===== config.mk =====
export PLATFORM = sky130hd
export DESIGN_NAME = executor
export DESIGN_NICKNAME = d
export VERILOG_FILES = /design/src/rtl/exec_pkg.sv /design/src/rtl/exec_elem_if.sv /design/src/rtl/alu_exec_element.sv /design/src/rtl/branch_exec_element.sv /design/src/rtl/exec_result_merge.sv /design/src/rtl/executor.sv
export SDC_FILE = /design/constraint.sdc
export NUM_CORES = 1
export LEC_CHECK = 0
export BUFFER_PORTS_ARGS = -buffer_cell sky130_fd_sc_hd__buf_2
export CORE_MARGIN = 5
export CORE_UTILIZATION = 45
export CTS_BUF_LIST = sky130_fd_sc_hd__clkbuf_8
export DETAILED_ROUTE_END_ITERATION = 8
export HOLD_SLACK_MARGIN = 0.08
export PLACE_DENSITY = 0.64
export SKIP_LAST_GASP = 1
export SYNTH_ARGS = -nofsm -noshare
export SYNTH_HDL_FRONTEND = slang
export SYNTH_HIERARCHICAL = 1
export SYNTH_SLANG_ARGS = --single-unit
export TNS_END_PERCENT = 100

===== constraint.sdc =====
create_clock -name clk -period 26.7 [get_ports clk]
set_clock_uncertainty 0.15 [all_clocks]
set_input_delay 4.005 -clock clk [delete_from_list [all_inputs] [get_ports clk]]
set_output_delay 4.005 -clock clk [all_outputs]
set_load 0.02 [all_outputs]

===== src/rtl/exec_pkg.sv =====
package exec_pkg;

	typedef logic [5:0] inst_num_t;

	// *************************************************************************
	// Instruction numbers.
	// *************************************************************************
	localparam inst_num_t OP_ADD   = 6'd8;
	localparam inst_num_t OP_ADDI  = 6'd9;
	localparam inst_num_t OP_SUB   = 6'd10;
	localparam inst_num_t OP_LUI   = 6'd11;
	localparam inst_num_t OP_MUL   = 6'd12;
	localparam inst_num_t OP_MULHU = 6'd13;
	localparam inst_num_t OP_AND   = 6'd16;
	localparam inst_num_t OP_OR    = 6'd17;
	localparam inst_num_t OP_XOR   = 6'd18;
	localparam inst_num_t OP_NOR   = 6'd19;
	localparam inst_num_t OP_ANDI  = 6'd20;
	localparam inst_num_t OP_ORI   = 6'd21;
	localparam inst_num_t OP_XORI  = 6'd22;
	localparam inst_num_t OP_SLL   = 6'd23;
	localparam inst_num_t OP_SRL   = 6'd24;
	localparam inst_num_t OP_SRA   = 6'd25;
	localparam inst_num_t OP_SLT   = 6'd26;
	localparam inst_num_t OP_SLTU  = 6'd27;
	localparam inst_num_t OP_BEQ   = 6'd32;
	localparam inst_num_t OP_BNE   = 6'd33;
	localparam inst_num_t OP_BLT   = 6'd34;
	localparam inst_num_t OP_BGE   = 6'd35;
	localparam inst_num_t OP_J     = 6'd36;
	localparam inst_num_t OP_JAL   = 6'd37;
	localparam inst_num_t OP_JR    = 6'd38;

	// Category ranges, inclusive.
	localparam inst_num_t ADDSUB_FIRST = 6'd8;
	localparam inst_num_t ADDSUB_LAST  = 6'd11;
	localparam inst_num_t MULDIV_FIRST = 6'd12;
	localparam inst_num_t MULDIV_LAST  = 6'd13;
	localparam inst_num_t BIT_FIRST    = 6'd16;
	localparam inst_num_t BIT_LAST     = 6'd27;
	localparam inst_num_t BRANCH_FIRST = 6'd32;
	localparam inst_num_t BRANCH_LAST  = 6'd47;

	typedef enum logic [1:0] {
		CAT_NONE,
		CAT_ALU,
		CAT_BRANCH
	} exec_cat_e;

	// Outcome of the branch condition decode.
	typedef struct packed {
		logic taken;
		logic jump;
		logic to_rs;
	} br_result_t;

	function automatic exec_cat_e decode_cat(input inst_num_t num);
		exec_cat_e cat;
		cat = CAT_NONE;
		if ((num >= ADDSUB_FIRST && num <= ADDSUB_LAST) ||
			(num >= MULDIV_FIRST && num <= MULDIV_LAST) ||
			(num >= BIT_FIRST && num <= BIT_LAST))
			cat = CAT_ALU;
		else if (num >= BRANCH_FIRST && num <= BRANCH_LAST)
			cat = CAT_BRANCH;
		return cat;
	endfunction

endpackage


===== src/rtl/exec_elem_if.sv =====
`timescale 1ns/1ps

interface exec_elem_if #(
	parameter int XLEN = 32
) ();

	// High while the element's category is absent or in reset.
	logic            idle;
	logic            completed;
	logic [XLEN-1:0] reg_out;
	logic [XLEN-1:0] pc_out;

	modport elem (
		input  idle,
		output completed,
		output reg_out,
		output pc_out
	);

	modport merge (
		input  idle,
		input  completed,
		input  reg_out,
		input  pc_out
	);

endinterface


===== src/rtl/alu_exec_element.sv =====
`timescale 1ns/1ps

module alu_exec_element
	import exec_pkg::*;
#(
	parameter int XLEN = 32
) (
	input  logic            clk,
	input  logic            rst_n,
	exec_elem_if.elem       ifc,
	input  inst_num_t       inst_num,
	input  logic [XLEN-1:0] rs,
	input  logic [XLEN-1:0] rt,
	input  logic [XLEN-1:0] imm_sx,
	input  logic [15:0]     const16,
	input  logic [4:0]      shift5
);

	localparam int CW = $clog2(XLEN + 1);

	logic              busy;
	logic              done;
	logic [CW-1:0]     cnt;
	logic              start;
	logic              step;
	logic              last;
	logic              is_mul;
	logic              want_hi;
	logic [XLEN-1:0]   imm_zx;
	logic [XLEN-1:0]   alu_res;
	logic [XLEN-1:0]   reg_q;
	logic [2*XLEN-1:0] mcand;
	logic [XLEN-1:0]   mplier;
	logic [2*XLEN-1:0] prod;
	logic [2*XLEN-1:0] prod_next;

	assign is_mul = (inst_num == OP_MUL) || (inst_num == OP_MULHU);
	assign start  = !ifc.idle && !busy && !done;
	assign step   = !ifc.idle && busy;
	assign last   = (cnt == CW'(XLEN - 1));
	assign imm_zx = {{(XLEN-16){1'b0}}, const16};

	// *************************************************************************
	// Single-cycle operations.
	// *************************************************************************
	always_comb begin
		case (inst_num)
			OP_ADD:  alu_res = rs + rt;
			OP_ADDI: alu_res = rs + imm_sx;
			OP_SUB:  alu_res = rs - rt;
			OP_LUI:  alu_res = {const16, {(XLEN-16){1'b0}}};
			OP_AND:  alu_res = rs & rt;
			OP_OR:   alu_res = rs | rt;
			OP_XOR:  alu_res = rs ^ rt;
			OP_NOR:  alu_res = ~(rs | rt);
			OP_ANDI: alu_res = rs & imm_zx;
			OP_ORI:  alu_res = rs | imm_zx;
			OP_XORI: alu_res = rs ^ imm_zx;
			OP_SLL:  alu_res = rs << shift5;
			OP_SRL:  alu_res = rs >> shift5;
			OP_SRA:  alu_res = $signed(rs) >>> shift5;
			OP_SLT:  alu_res = {{(XLEN-1){1'b0}}, $signed(rs) < $signed(rt)};
			OP_SLTU: alu_res = {{(XLEN-1){1'b0}}, rs < rt};
			default: alu_res = '0;
		endcase
	end

	// *************************************************************************
	// Shift-add multiplier, one bit of rt per cycle.
	// *************************************************************************
	assign prod_next = prod + ({(2*XLEN){mplier[0]}} & mcand);

	always_ff @(posedge clk or negedge rst_n) begin
		if (!rst_n) begin
			busy <= 1'b0;
			done <= 1'b0;
			cnt  <= '0;
		end else if (ifc.idle) begin
			busy <= 1'b0;
			done <= 1'b0;
			cnt  <= '0;
		end else if (start) begin
			if (is_mul) begin
				busy <= 1'b1;
				cnt  <= '0;
			end else begin
				done <= 1'b1;
			end
		end else if (busy) begin
			cnt <= cnt + 1'b1;
			if (last) begin
				busy <= 1'b0;
				done <= 1'b1;
			end
		end
	end

	always_ff @(posedge clk) begin
		if (start) begin
			if (is_mul) begin
				mcand   <= {{XLEN{1'b0}}, rs};
				mplier  <= rt;
				prod    <= '0;
				want_hi <= (inst_num == OP_MULHU);
			end else begin
				reg_q <= alu_res;
			end
		end else if (step) begin
			prod   <= prod_next;
			mcand  <= mcand << 1;
			mplier <= mplier >> 1;
			if (last)
				reg_q <= want_hi ? prod_next[2*XLEN-1:XLEN] : prod_next[XLEN-1:0];
		end
	end

	assign ifc.completed = done && !ifc.idle;
	assign ifc.reg_out   = reg_q;
	assign ifc.pc_out    = '0;

	// Completion needs the element active across the previous edge.
	assert property (@(posedge clk) disable iff (!rst_n)
		ifc.completed |-> $past(!ifc.idle));

	assert property (@(posedge clk) disable iff (!rst_n)
		cnt <= CW'(XLEN));

endmodule


===== src/rtl/branch_exec_element.sv =====
`timescale 1ns/1ps

module branch_exec_element
	import exec_pkg::*;
#(
	parameter int XLEN = 32
) (
	input  logic            clk,
	input  logic            rst_n,
	exec_elem_if.elem       ifc,
	input  inst_num_t       inst_num,
	input  logic [XLEN-1:0] pc,
	input  logic [XLEN-1:0] rs,
	input  logic [XLEN-1:0] rt,
	input  logic [XLEN-1:0] imm_sx,
	input  logic [25:0]     addr26
);

	logic            done;
	logic            start;
	br_result_t      res;
	logic [XLEN-1:0] pc_plus4;
	logic [XLEN-1:0] br_target;
	logic [XLEN-1:0] j_target;
	logic [XLEN-1:0] next_pc;
	logic [XLEN-1:0] pc_q;
	logic [XLEN-1:0] link_q;

	assign start     = !ifc.idle && !done;
	assign pc_plus4  = pc + XLEN'(4);
	assign br_target = pc_plus4 + (imm_sx << 2);
	assign j_target  = {pc_plus4[XLEN-1 -: XLEN-28], addr26, 2'b00};

	always_comb begin
		res = '0;
		case (inst_num)
			OP_BEQ:       res.taken = (rs == rt);
			OP_BNE:       res.taken = (rs != rt);
			OP_BLT:       res.taken = ($signed(rs) < $signed(rt));
			OP_BGE:       res.taken = ($signed(rs) >= $signed(rt));
			OP_J, OP_JAL: res.jump = 1'b1;
			OP_JR:        res.to_rs = 1'b1;
			// Reserved numbers fall through to pc+4.
			default:      res = '0;
		endcase
	end

	always_comb begin
		if (res.to_rs)
			next_pc = rs;
		else if (res.jump)
			next_pc = j_target;
		else if (res.taken)
			next_pc = br_target;
		else
			next_pc = pc_plus4;
	end

	always_ff @(posedge clk or negedge rst_n) begin
		if (!rst_n)
			done <= 1'b0;
		else if (ifc.idle)
			done <= 1'b0;
		else if (start)
			done <= 1'b1;
	end

	// Link value is pc+4 for every branch, used by jal.
	always_ff @(posedge clk) begin
		if (start) begin
			pc_q   <= next_pc;
			link_q <= pc_plus4;
		end
	end

	assign ifc.completed = done && !ifc.idle;
	assign ifc.reg_out   = link_q;
	assign ifc.pc_out    = pc_q;

	// Only jr may leave a misaligned next pc.
	assert property (@(posedge clk) disable iff (!rst_n)
		ifc.completed && inst_num != OP_JR |-> ifc.pc_out[1:0] == 2'b00);

endmodule


===== src/rtl/exec_result_merge.sv =====
`timescale 1ns/1ps

module exec_result_merge #(
	parameter int XLEN = 32
) (
	input  logic [XLEN-1:0] pc,
	exec_elem_if.merge      alu,
	exec_elem_if.merge      br,
	output logic            completed,
	output logic [XLEN-1:0] exec_reg_out,
	output logic [XLEN-1:0] exec_pc_out
);

	assign completed = alu.completed || br.completed;

	// ALU wins when both would claim the register result.
	always_comb begin
		if (!alu.idle)
			exec_reg_out = alu.reg_out;
		else
			exec_reg_out = br.reg_out;
	end

	// Sequential flow unless the branch element owns the pc.
	always_comb begin
		if (!br.idle)
			exec_pc_out = br.pc_out;
		else
			exec_pc_out = pc + XLEN'(4);
	end

	// *************************************************************************
	// Category decode selects at most one element.
	// *************************************************************************
	always_comb begin
		assert final (alu.idle || br.idle)
		else $error("ALU and branch elements active together");
	end

endmodule


===== src/rtl/executor.sv =====
`timescale 1ns/1ps

module executor
	import exec_pkg::*;
#(
	parameter int XLEN = 32
) (
	input  logic            clk,
	input  logic            rst_n,
	input  logic [XLEN-1:0] pc,
	input  inst_num_t       inst_num,
	input  logic [15:0]     const16,
	input  logic [4:0]      shift5,
	input  logic [25:0]     addr26,
	input  logic [XLEN-1:0] rs,
	input  logic [XLEN-1:0] rt,
	// Kept for the decoder's operand layout, no element here reads it.
	input  logic [XLEN-1:0] rd,
	output logic            completed,
	output logic [XLEN-1:0] exec_reg_out,
	output logic [XLEN-1:0] exec_pc_out
);

	exec_cat_e       cat;
	logic [XLEN-1:0] imm_sx;

	exec_elem_if #(.XLEN(XLEN)) alu_if ();
	exec_elem_if #(.XLEN(XLEN)) br_if ();

	// *************************************************************************
	// Category gating of the elements.
	// *************************************************************************
	assign cat    = decode_cat(inst_num);
	assign imm_sx = {{(XLEN-16){const16[15]}}, const16};

	assign alu_if.idle = !rst_n || (cat != CAT_ALU);
	assign br_if.idle  = !rst_n || (cat != CAT_BRANCH);

	alu_exec_element #(
		.XLEN(XLEN)
	) i_alu_exec_element (
		.clk      (clk),
		.rst_n    (rst_n),
		.ifc      (alu_if),
		.inst_num (inst_num),
		.rs       (rs),
		.rt       (rt),
		.imm_sx   (imm_sx),
		.const16  (const16),
		.shift5   (shift5)
	);

	branch_exec_element #(
		.XLEN(XLEN)
	) i_branch_exec_element (
		.clk      (clk),
		.rst_n    (rst_n),
		.ifc      (br_if),
		.inst_num (inst_num),
		.pc       (pc),
		.rs       (rs),
		.rt       (rt),
		.imm_sx   (imm_sx),
		.addr26   (addr26)
	);

	exec_result_merge #(
		.XLEN(XLEN)
	) i_exec_result_merge (
		.pc           (pc),
		.alu          (alu_if),
		.br           (br_if),
		.completed    (completed),
		.exec_reg_out (exec_reg_out),
		.exec_pc_out  (exec_pc_out)
	);

endmodule


==> implementation parameters <==
Parameter                              Value

Run status
  Result of the run    complete, no violations

Critical path
  Path type of the worst setup path    input port to output port
  Peak fanout along the critical path    9
  WP data required    22.55 ns
  Sort of element at the end of the critical path    output port
  Cells along the critical path    buf_2 > ha_1 > nand3_2 > or4_4 > or4_1 > a31oi_1 > buf_2
  Worst Path Arrival    6.29 ns
  Most prevalent standard cell on the critical path    buf_2
  Startpoint type of the worst setup path    input port
  Largest incremental delay on the critical path    0.60 ns
  Slowest cell on the critical path    or4_4

Finish
  Final std cell area, no fill    33,240 µm²
  Share of final-layout standard cells stronger than drive strength 1    0.1423
  Final net count    4,216
  Synthesis-to-finish area growth    9.195%
  Flip-flop and latch area    7943 µm²
  Final Instance Count excl. Fillers    4,649
  Fill cell total of the finished layout    6,560
  Multi-input gate area    20,940 µm²

Die
  Effective utilization at floorplan    0.4533
  Site Rows    95
  Core box area    67,160 µm²
  Die height    270.1 µm
  Die Outline Area    72,950 µm²
  X dimension of the die    270.1 µm
  Count of boundary I/O pins    248

Timing
  Part of the cycle the worst path needs    0.3910
  Hold WS    0.3732 ns
  Final number of max-transition violations    0
  Number of failing setup endpoints in the final timing report    0
  Setup TNS    0 ns
  Max frequency    95.78 MHz
  RSZ-0062 raised after global routing    false
  Worst Max-Slew Pin Slew    1.176 ns
  Rel. slew slack    0.1956
  Final critical delay including setup and external delays    10.44 ns
  Hold Violations, Final    0

GRT
  Maximum number of pins on one net before global-route repair    95
  Remaining global-route overflow    0
  Global routing usage summed across all routing layers    0.3260
  Antenna violations before repair    14
  Global-route wire length before repair    182.0 mm
  Number of global-route vias before repair    27,982

Clock network
  Buffer count from post-CTS setup fixing    0
  Cell chosen for the clock root    clkbuf_8
  Total of hold buffers inserted after clock tree synthesis    0
  Maximum count of clock buffers along a single path    3
  H-tree depth    2
  TritonCTS clock tree    done
  Clock insertion delay at the later pin of the skew report    0.67 ns
  Cells resized by post-CTS repair    0
  Sinks on Clock Net    266
  Number of CTS-inserted buffers    50
  CTS clock-pin slew for the worst setup and hold paths    0.05 ns

Pwr
  PnR Total Power    1.263 mW
  Max rail drop VDD    59.43 µV
  Leakage power summed over all cells    13.56 nW
  Power density over the cells    37.99 nW/µm²

Drt
  Overall routed net length    124.9 mm
  DRC violations left    0
  Number of vias per cell    6.446
  Met2 wirelength from detailed routing    53.88 mm
  DR WL met3    12.37 mm
  Overall via count from detail_route    29,969
  Metal-1 WL    51.40 mm
  Highest metal layer used by the detailed router    met5
  Number of optimization iterations in the first detailed-route pass    9
  Antenna violation net count after detailed routing    0
  Avg WL per Cell    26.87 µm
  Drt first-iter violations    3,587

Place
  Dpl cell area    32,240 µm²
  Port Buf Inserts    215
  Cells after DPL    4,557
  Routability-driven placement congestion ratio    1.037
  Detailed-placement wirelength estimate    94.55 mm

Synth
  Post-synthesis cell area    30,440 µm²
  Synth warnings    6
  Syn_area_per_cell    8.395 µm²
  Nets in the synthesized netlist    4,106
  Synth Instances    3,626

Worst hold path
  Path category of the worst min-delay check    register to register

Job
  Max-cap viol count    0
[final cells by class]
| class | count | area share |
|---|---|---|
| tap | 873 | 0.03286 |
| clock buffer | 51 | 0.02112 |
| timing repair buffer | 271 | 0.04532 |
| clock inverter | 39 | 0.008846 |
| multi-input combinational | 2945 | 0.6299 |
| inverter | 202 | 0.02281 |
| sequential | 266 | 0.2390 |
| antenna | 2 | 0.0001506 |
[cell usage in the layout (no fill, tap or decap), drive strengths merged, types with 52 or more instances in the layout]
cell      n
xnor2   104
mux2     76
and2    133
xor2     77
nand2   331
nor2    322
nor3     59
nand4    55
mux4     52
ha      293
mux2i    79
a21oi   286
o21ai   313
nand3    76
edfxtp  257
a21o     67
buf     271
inv     212
[sequential cells by signal, summed over array words and instances, names as in the netlist]
name / cells
i_branch_exec_element/done: 1
i_alu_exec_element/busy: 1
i_alu_exec_element/ifc.reg_out: 32
i_branch_exec_element/ifc.reg_out: 32
i_alu_exec_element/prod: 64
i_alu_exec_element/mplier: 32
i_alu_exec_element/cnt: 6
i_alu_exec_element/want_hi: 1
i_alu_exec_element/done: 1
i_alu_exec_element/mcand: 64
i_branch_exec_element/ifc.pc_out: 32
[final timing paths]
check                                                       start                                           end  slack [ns]  cells past startpoint
max                                                         pc[2]                               exec_pc_out[30]       16.26                      7
min                        i_alu_exec_element/mplier[5]$_DFFE_PP_        i_alu_exec_element/mplier[4]$_DFFE_PP_        0.37                      2
max reg2reg                i_alu_exec_element/mplier[0]$_DFFE_PP_  i_alu_exec_element/ifc.reg_out[24]$_DFFE_PP_       21.67                     15
min reg2reg                i_alu_exec_element/mplier[5]$_DFFE_PP_        i_alu_exec_element/mplier[4]$_DFFE_PP_        0.37                      2
max in group asynchronous                                   rst_n         i_alu_exec_element/cnt[5]$_DFFE_PN0P_       22.99                      1
min in group asynchronous                                   rst_n           i_alu_exec_element/busy$_DFFE_PN0P_        3.13                      1
[metrics by stage]
stage,setup WS (ns),utilization
finish,16.26,0.4949
global route,16.19,0.4949
CTS,16.31,0.4949
detailed placement,16.32,0.4800
global placement,16.35,0.4800
floorplan,9.203,-
[worst max-delay path: cells and delay by family]
family / cells / cell delay (ns)
buffers and inverters: 2 / 0.43
AO/OA/AOI/OAI: 1 / 0.20
adder cells (fa/ha/maj): 1 / 0.30
AND/OR/NAND/NOR: 3 / 1.35
[routing by layer]
| layer | global-route usage | up-vias |
|---|---|---|
| met3 | 0.07302 | 391 |
| li1 | - | 13656 |
| met2 | 0.5023 | 1520 |
| met1 | 0.4387 | 14392 |
| met4 | 0.1473 | 10 |
| met5 | 0 | - |
[report_power, final]
part	switching, mW	internal (mW)	leakage [nW]
Combinational	0.251	0.134	10.5
Sequential	0.00186	0.464	2.46
Clock	0.194	0.218	0.554
Note: power is estimated with default switching activity, not from simulation.
